$ cat src/hw/aib_dbi_pkg.sv
//////////////////////////////////////////////////
// Shared widths, thresholds and types for the DBI
// transmit/receive path of the 80-bit DDR channel.
// Modules import it inside their bodies.
//////////////////////////////////////////////////

package aib_dbi_pkg;

  // Channel word geometry
  localparam int WORD_W      = 80;              // One word per clock, both edges
  localparam int GRP_W       = 19;              // Data bits per DBI group
  localparam int GRP_THRESH  = 9;               // Invert when toggles exceed this
  localparam int NUM_GRP     = 4;               // Groups, one flag pin each
  localparam int FLAG_PAIR_W = NUM_GRP / 2;     // Flag pins per half word
  localparam int HALF_W      = 2 * GRP_W;       // Data pins per half word

  // First lane index of the high groups; lane 19 holds the low flag pair
  localparam int HI_LANE     = GRP_W + 1;

  // Enough bits to count every toggle in a group
  localparam int CNT_W       = $clog2(GRP_W + 1);

  // One channel word, user side or pin side
  typedef logic [WORD_W-1:0] word_t;

  // One group of even or odd lane bits, lane order
  typedef logic [GRP_W-1:0] grp_t;

  // Group flags
  //   [0] even-low, [1] odd-low
  //   [2] even-high, [3] odd-high
  typedef logic [NUM_GRP-1:0] flags_t;

  // Encoded pin word, pin 79 at the top
  // In each flag pair the odd group sits in the upper bit
  // Data fields keep the DDR order: even pin at 2*j, odd pin at 2*j+1
  typedef struct packed {
    logic [FLAG_PAIR_W-1:0] hi_flags;   // Pins 79 and 78
    logic [HALF_W-1:0]      hi_data;    // Pins 77 down to 40
    logic [FLAG_PAIR_W-1:0] lo_flags;   // Pins 39 and 38
    logic [HALF_W-1:0]      lo_data;    // Pins 37 down to 0
  } pin_word_s;

endpackage

$ cat src/hw/aib_dbi_path.sv
//////////////////////////////////////////////////
// Loopback top. Encoder feeds decoder directly and
// the pin word is brought out for observation.
// Latency is 2 cycles with DBI on, 1 with it off.
//////////////////////////////////////////////////

`timescale 1ns/1ps

module aib_dbi_path (
  input  logic                   clk,
  input  logic                   rst_n,
  input  logic                   dbi_en,    // Shared by both stages
  input  aib_dbi_pkg::word_t     data_in,   // Word accepted every clock
  output aib_dbi_pkg::pin_word_s pin_data,  // Pin word between the stages
  output aib_dbi_pkg::word_t     data_out   // Restored word
);

  // Stage 1, encode onto the pins
  aib_tx_dbi u_tx_dbi (
    .clk      (clk),
    .rst_n    (rst_n),
    .dbi_en   (dbi_en),
    .data_in  (data_in),
    .pin_data (pin_data)   // Also drives the observation port
  );

  // Stage 2, decode from the pins
  aib_rx_dbi u_rx_dbi (
    .clk      (clk),
    .rst_n    (rst_n),
    .dbi_en   (dbi_en),
    .pin_data (pin_data),
    .data_out (data_out)
  );

endmodule

$ cat src/hw/aib_rx_dbi.sv
//////////////////////////////////////////////////
// Receive DBI decoder. Flips flagged groups back
// and clears the flag pins; one register stage.
//////////////////////////////////////////////////

`timescale 1ns/1ps

module aib_rx_dbi (
  input  logic                   clk,
  input  logic                   rst_n,
  input  logic                   dbi_en,    // Same level as the transmit side
  input  aib_dbi_pkg::pin_word_s pin_data,  // Word seen on the pins
  output aib_dbi_pkg::word_t     data_out   // Restored user word
);

  import aib_dbi_pkg::*;

  flags_t flags;          // Received flag pins, group order
  grp_t   even_lo;        // Lanes as received
  grp_t   odd_lo;
  grp_t   even_hi;
  grp_t   odd_hi;
  grp_t   dec_even_lo;    // Lanes after undoing inversion
  grp_t   dec_odd_lo;
  grp_t   dec_even_hi;
  grp_t   dec_odd_hi;
  word_t  dec_word;       // Decoded word, flags cleared
  word_t  next_out;

  assign flags = {pin_data.hi_flags, pin_data.lo_flags};

  // Pull the four lanes out of the pin halves
  always_comb
  begin
    for (int j = 0; j < GRP_W; j++)
    begin
      even_lo[j] = pin_data.lo_data[2*j];
      odd_lo[j]  = pin_data.lo_data[2*j+1];
      even_hi[j] = pin_data.hi_data[2*j];
      odd_hi[j]  = pin_data.hi_data[2*j+1];
    end
  end

  assign dec_even_lo = even_lo ^ {GRP_W{flags[0]}};
  assign dec_odd_lo  = odd_lo  ^ {GRP_W{flags[1]}};
  assign dec_even_hi = even_hi ^ {GRP_W{flags[2]}};
  assign dec_odd_hi  = odd_hi  ^ {GRP_W{flags[3]}};

  // Put the lanes back in place; flag pins read as zero
  always_comb
  begin
    dec_word = '0;
    for (int j = 0; j < GRP_W; j++)
    begin
      dec_word[2*j]            = dec_even_lo[j];
      dec_word[2*j+1]          = dec_odd_lo[j];
      dec_word[2*(HI_LANE+j)]   = dec_even_hi[j];
      dec_word[2*(HI_LANE+j)+1] = dec_odd_hi[j];
    end
  end

  // Raw pins when DBI is off
  assign next_out = dbi_en ? dec_word : word_t'(pin_data);

  always_ff @(posedge clk or negedge rst_n)
  begin
    if (!rst_n)
      data_out <= '0;
    else
      data_out <= next_out;
  end

  // Transmit stage and channel must never hand over X or Z
  a_out_known: assert property (@(posedge clk) disable iff (!rst_n)
    !$isunknown(data_out))
    else $error("Unknown bits on decoded data_out");

endmodule

$ cat src/hw/aib_tx_dbi.sv
//////////////////////////////////////////////////
// Transmit DBI encoder. Counts lane toggles per
// group, inverts busy groups and registers the
// pin word. With DBI off the input goes straight out.
//////////////////////////////////////////////////

`timescale 1ns/1ps

module aib_tx_dbi (
  input  logic                   clk,
  input  logic                   rst_n,
  input  logic                   dbi_en,    // Quasi-static, changed while idle
  input  aib_dbi_pkg::word_t     data_in,   // User word, even bits on first edge
  output aib_dbi_pkg::pin_word_s pin_data   // Encoded or raw pin word
);

  import aib_dbi_pkg::*;

  grp_t      even_lo;       // Raw even lane, low group
  grp_t      odd_lo;        // Raw odd lane, low group
  grp_t      even_hi;
  grp_t      odd_hi;
  logic [1:0] even_flag;    // [0] low group, [1] high group
  logic [1:0] odd_flag;
  grp_t      enc_even_lo;   // Even lanes after inversion
  grp_t      enc_even_hi;
  grp_t      enc_odd_lo;
  grp_t      enc_odd_hi;
  flags_t    flags;
  pin_word_s enc_word;      // Next encoded word
  pin_word_s enc_q;         // Encoded word on the pins last cycle

  // Gather one group of even lane bits, starting at lane base
  function automatic grp_t even_grp(word_t w, int base);
    grp_t g;
    for (int k = 0; k < GRP_W; k++)
      g[k] = w[2*(base+k)];
    return g;
  endfunction

  function automatic grp_t odd_grp(word_t w, int base);
    grp_t g;
    for (int k = 0; k < GRP_W; k++)
      g[k] = w[2*(base+k)+1];
    return g;
  endfunction

  // True when more than GRP_THRESH bits differ
  function automatic logic over_thresh(grp_t cur_grp, grp_t cmp_grp);
    logic [CNT_W-1:0] cnt;
    cnt = '0;
    for (int k = 0; k < GRP_W; k++)
      cnt = cnt + CNT_W'(cur_grp[k] ^ cmp_grp[k]);
    return cnt > CNT_W'(GRP_THRESH);
  endfunction

  // Split the user word into its DDR lanes
  assign even_lo = even_grp(data_in, 0);
  assign odd_lo  = odd_grp(data_in, 0);
  assign even_hi = even_grp(data_in, HI_LANE);
  assign odd_hi  = odd_grp(data_in, HI_LANE);

  // Even bits follow the odd bits of the previous pin word in time
  assign even_flag[0] = over_thresh(even_lo, odd_grp(word_t'(enc_q), 0));
  assign even_flag[1] = over_thresh(even_hi, odd_grp(word_t'(enc_q), HI_LANE));

  assign enc_even_lo = even_lo ^ {GRP_W{even_flag[0]}};
  assign enc_even_hi = even_hi ^ {GRP_W{even_flag[1]}};

  // Odd bits follow the encoded even bits of the same word
  assign odd_flag[0] = over_thresh(odd_lo, enc_even_lo);
  assign odd_flag[1] = over_thresh(odd_hi, enc_even_hi);

  assign enc_odd_lo = odd_lo ^ {GRP_W{odd_flag[0]}};
  assign enc_odd_hi = odd_hi ^ {GRP_W{odd_flag[1]}};

  assign flags = {odd_flag[1], even_flag[1], odd_flag[0], even_flag[0]};

  // Interleave the lanes back onto the pins
  always_comb
  begin
    enc_word.hi_flags = flags[3:2];   // Pins 79, 78
    enc_word.lo_flags = flags[1:0];   // Pins 39, 38
    for (int j = 0; j < GRP_W; j++)
    begin
      enc_word.lo_data[2*j]   = enc_even_lo[j];
      enc_word.lo_data[2*j+1] = enc_odd_lo[j];
      enc_word.hi_data[2*j]   = enc_even_hi[j];
      enc_word.hi_data[2*j+1] = enc_odd_hi[j];
    end
  end

  always_ff @(posedge clk or negedge rst_n)
  begin
    if (!rst_n)
      enc_q <= '0;
    else
      enc_q <= enc_word;
  end

  // Bypass is combinational, zero cycles
  assign pin_data = dbi_en ? enc_q : pin_word_s'(data_in);

  // Each registered group stays within the toggle limit against the
  // odd lane one word earlier or the even lane of the same word
  a_toggle_limit: assert property (@(posedge clk) disable iff (!rst_n)
    dbi_en |->
      !over_thresh(even_grp(enc_q, 0), odd_grp($past(enc_q), 0)) &&
      !over_thresh(even_grp(enc_q, HI_LANE), odd_grp($past(enc_q), HI_LANE)) &&
      !over_thresh(odd_grp(enc_q, 0), even_grp(enc_q, 0)) &&
      !over_thresh(odd_grp(enc_q, HI_LANE), even_grp(enc_q, HI_LANE)))
    else $error("DBI group exceeds toggle limit on pins");

endmodule

$ cat config.mk
export PLATFORM = sky130hd
export DESIGN_NAME = aib_dbi_path
export DESIGN_NICKNAME = d
export VERILOG_FILES = /design/src/hw/aib_dbi_pkg.sv /design/src/hw/aib_dbi_path.sv /design/src/hw/aib_rx_dbi.sv /design/src/hw/aib_tx_dbi.sv
export SDC_FILE = /design/constraint.sdc
export NUM_CORES = 1
export LEC_CHECK = 0
export BUFFER_PORTS_ARGS = -buffer_cell sky130_fd_sc_hd__buf_2
export CAP_MARGIN = 20
export CORE_MARGIN = 10
export CORE_UTILIZATION = 44
export DETAILED_ROUTE_END_ITERATION = 7
export GPL_TIMING_DRIVEN = 0
export PLACE_DENSITY_LB_ADDON = 0.2
export SLEW_MARGIN = 20
export SYNTH_ARGS = -nofsm -noshare
export SYNTH_HDL_FRONTEND = slang
export SYNTH_HIERARCHICAL = 1
export SYNTH_SLANG_ARGS = --single-unit
$ cat constraint.sdc
create_clock -name clk -period 8.6 [get_ports clk]
set_clock_uncertainty 0.2 [all_clocks]
set_input_delay 0.43 -clock clk [delete_from_list [all_inputs] [get_ports clk]]
set_output_delay 0.43 -clock clk [all_outputs]
set_load 0.02 [all_outputs]
Word-level counts from Yosys, hierarchy flattened. Cells that the tools add are included.

Register bits after elaboration: 160. Bits of input ports: 83. Output and inout port bits: 160. Word-level logic and storage cells: 167.

$add $sub $neg: 72. Magnitude comparators: 4. Muxes and demuxes: 2. Bitwise logic cells: 84.

Operators with widths (count): $add A5 B5 Y5 (72); $mux W80 (2); $xor A19 B19 Y19 (8); $xor A1 B1 Y1 (76); $gt A5 B4 Y1 const B (4).

Longest topological paths before layout.
Depth after elaboration: 42. Mapped depth: 34. Depth with buffers taken out: 31.

Hierarchy. Netlist, hierarchy kept.

Modules (own cells, without submodules): aib_tx_dbi (instances 1, cells an instance 518, area an instance 6449.9 um^2, seq. area each 2001.9 um^2); aib_rx_dbi (instances 1, cells an instance 169, area an instance 2793.9 um^2, seq. area each 2001.9 um^2).

Worst setup path before layout. OpenSTA, ideal clock, no wires.

Kind: input-to-reg. From: input data_in[30]. To: register u_tx_dbi/enc_q[11] in the netlist's numbering. Library setup time: 0.079 ns. Data arrival time: 9.302 ns. Required time: 8.321 ns. Path slack: -0.981 ns. Stages on the path: 31. Path buffers: 3. Cell sequence: xor2_1 > fa_1 > fa_1 > fa_1 > inv_1 > fa_1 > inv_1 > fa_1 > fa_1 > inv_1 > fa_1 > o2bb2ai_1 > a222oi_1 > a311o_1 > clkbuf_1 > buf_2 > xnor2_1 > fa_1 > fa_1 > fa_1 > inv_1 > fa_1 > fa_1 > inv_1 > fa_1 > inv_1 > fa_1 > a22oi_1 > a311o_1 > buf_2 > xor2_1.

Word-level cells in the longest chain between the ends: 28. Elaborated cells between the ends (all ways): 46. Classes of those cells: 22 x add/sub; 2 x order compare; 22 x bitwise.

RTL lines: from (decl) (RTL line aib_dbi_path.sv:13) `input aib_dbi_pkg::word_t data_in,`; $xor A1 B1 Y1 (RTL line aib_tx_dbi.sv:53) `cnt = cnt + CNT_W'(cur_grp[k] ^ cmp_grp[k]);`; $add A5 B5 Y5 (4 in series) (RTL line aib_tx_dbi.sv:53); $gt A5 B4 Y1 (RTL line aib_tx_dbi.sv:54) `return cnt > CNT_W'(GRP_THRESH);`; $xor A19 B19 Y19 * (RTL line aib_tx_dbi.sv:67) `assign enc_even_lo = even_lo ^ {GRP_W{even_flag[0]}};`; $xor A1 B1 Y1 (RTL line aib_tx_dbi.sv:53); $add A5 B5 Y5 (17 in series) (RTL line aib_tx_dbi.sv:53); $add A5 B5 Y5 * (RTL line aib_tx_dbi.sv:53); $gt A5 B4 Y1 * (RTL line aib_tx_dbi.sv:54); $xor A19 B19 Y19 * (RTL line aib_tx_dbi.sv:74) `assign enc_odd_lo = odd_lo ^ {GRP_W{odd_flag[0]}};`; net u_tx_dbi.enc_odd_lo[5] (RTL line aib_tx_dbi.sv:27) `grp_t enc_odd_lo;`; to (signal assigned) (RTL line aib_tx_dbi.sv:98) `enc_q <= enc_word;`; to (decl) (RTL line aib_tx_dbi.sv:31) `pin_word_s enc_q;`.

Mark *: on every way through the listed nets, which the timed path passes. The rest lies on a longest branch.

==> flow_summary.json <==
{
  "fin_crit_ns": 9.76,
  "initial_utilization": 0.452,
  "crit_path_start": "u_tx_dbi/enc_q[31]",
  "cts_tree": "yes",
  "drtPass1Iterations": 4,
  "netlist_area_um2": 9240,
  "required_ns": 8.71,
  "final_antenna_net_count": 0,
  "crit_arrival_ns": 9.87,
  "cts.clk_slew.worst_paths_ns": 0.07,
  "hold_path.class": "input pin to flop",
  "hpwl_um": 18400,
  "slew_headroom": 0.445,
  "maxCapViolCount": 0,
  "layout-area-overhead-vs-synth_pct": 29.1,
  "grt.total_usage": 0.182,
  "outcome": "complete, but fails checks",
  "yosys.cell_types.count": 26,
  "fillers": 1740,
  "cpMaxStageDelayCell": "fa_1",
  "dieArea_um2": 27200,
  "initialDrtViolationCount": 257,
  "nets": 1132,
  "slowest_delay_ns": 0.58,
  "synth_area_leaders": "dfrtp_1 43%, xnor2_1 14%, fa_1 11%, xor2_1 11%, mux2_2 9.7%",
  "synth_cells": 687,
  "wl_per_cell_um": 19.6,
  "clock-root-buffer": "clkbuf_16",
  "cts_made_buffers": 17,
  "r2r_start": "u_tx_dbi/enc_q[31]",
  "cpMostUsedCell": "fa_1",
  "gp_congestion": 0.814,
  "post-route-drc-count": 0,
  "die_h_um": 165,
  "ys_seq_area_frac": 0.433,
  "synthesis.nets": 850,
  "cts_max_level": 4,
  "final_cell_mix": "242 x buf_2, 160 x dfrtp_1, 134 x xnor2_1, 112 x xor2_1, 80 x mux2_2",
  "io_buffers": 241,
  "hold_viol": 0,
  "layout-drive-gt1-share": 0.442,
  "failed_checks": "setup timing",
  "layout_commonest_cell": "buf_2",
  "setup_slack_ns": -1.16,
  "final_max_slew_viol_count": 0,
  "synthFlopType": "dfrtp_1",
  "antenna_found_initial": 2,
  "yosysWarnings": 6,
  "synth_edf_count": 0,
  "pin_count": 243,
  "synth_top_area_cell": "dfrtp_1",
  "endpoint_kind": "flop",
  "grt_pass1_vias": 6489,
  "syn_area_per_cell_um2": 13.5,
  "core_um2": 20400,
  "vias_per_cell": 4.74,
  "setup_violations": 40,
  "via_count": 5938,
  "cts_sinks": 160,
  "wl_um": 24600,
  "max_freq_mhz": 102,
  "clk_path_buf_depth": 2,
  "num_rows": 52,
  "die_w_um": 165,
  "grt_max_degree": 83,
  "fin_crit_sh": 1.13,
  "critPathLaunchType": "flop",
  "holdCritStartpoint": "data_in[65]",
  "worst_pin_slew_ns": 0.833,
  "finalSetupTns_ns": -43.78,
  "clk_latency_ns": 0.43,
  "rsz0062_at_grt": "true",
  "overflow": 0,
  "synth_top_area_share": 0.433,
  "async_flop_share": 1.00,
  "grt_pass1_wl_um": 37600,
  "worstSetupPathType": "flop to flop",
  "synth_seq_cells": 160,
  "crit_fanout": 5
}
-- metrics by stage --
step	instances	hold slack (ns)	cell area (um2)	util	setup WS [ns]
floorplan	687	-0.0656	9360	-	-0.638
global placement	1198	0.362	10900	0.534	-1.30
detailed placement	1199	0.258	10900	0.535	-1.33
CTS	1247	0.000834	11800	0.577	-1.12
global route	1253	0.00965	11900	0.584	-1.47
finish	1254	0.0134	11900	0.584	-1.16
-- synth_stat cells, drive strengths merged (4+ instances only) --
library cell,count
inv,35
nand2,4
mux2,80
a21o,5
nor2b,7
fa,52
dfrtp,160
xnor2,150
ha,28
buf,17
clkbuf,11
xor2,118
-- sequential cells by signal, summed over array words and instances, names as in the netlist --
name               count
u_rx_dbi/data_out     80
u_tx_dbi/enc_q        80
-- critical path, delay by kind of cell, from the launching register on --
family	cells	cell delay (ns)
AO/OA/AOI/OAI	5	1.11
XOR/XNOR	4	0.64
adder cells (fa/ha/maj)	14	6.48
buffers and inverters	9	0.80
flip-flops	1	0.39
-- cells by family (layout without fill, tap and decap cells) --
| family | Yosys count | after routing | share of synthesized area |
|---|---|---|---|
| fa+ha+maj | 80 | 80 | 0.151 |
| xor+xnor | 268 | 268 | 0.254 |
| other cells | 0 | 2 | 0 |
| simple gates | 14 | 14 | 0.0114 |
| buf+inv | 63 | 358 | 0.0336 |
| compound gates | 22 | 22 | 0.0200 |
| flops | 160 | 160 | 0.433 |
| mux | 80 | 80 | 0.0975 |
-- timing repair --
item	4_1_cts	5_1_grt
pin swaps	3	12
endpoints found under the setup margin	40	40
endpoints found under the hold margin	81	0
cloned	4	1
setup buffers	8	5
resized for setup	28	16
hold buffers	4	0
-- per-layer routing --
layer,vias to the layer above,GRT usage,wire (um)
met3,18,0.0478,1820
met4,0,0.0523,225
met1,2982,0.262,11800
met5,-,0,0
li1,2750,-,-
met2,188,0.263,10700
-- final cells by class --
type	instances	area, um2	area share
antenna	2	5.00	0.000419
buffer	27	270	0.0226
clock buffer	18	439	0.0368
clock inverter	14	120	0.0101
inverter	35	131	0.0110
multi-input combinational	464	5150	0.432
sequential	160	4000	0.336
tap	270	338	0.0283
timing repair buffer	264	1470	0.123
-- path summary, 6_finish.rpt --
path                                         endpoint  slack [ns]  cells past startpoint
worst max-delay path               u_tx_dbi/enc_q[35]       -1.16                     32
worst min-delay path               u_tx_dbi/enc_q[65]        0.01                      2
worst max register to register     u_tx_dbi/enc_q[35]       -1.16                     32
worst min register to register  u_rx_dbi/data_out[42]        0.37                      2
max in group asynchronous          u_tx_dbi/enc_q[79]        7.03                      3
min in group asynchronous       u_rx_dbi/data_out[20]        0.35                      2
Power is not shown: default switching activity piles up to over one toggle a cycle in this logic, so the estimate is an artifact.
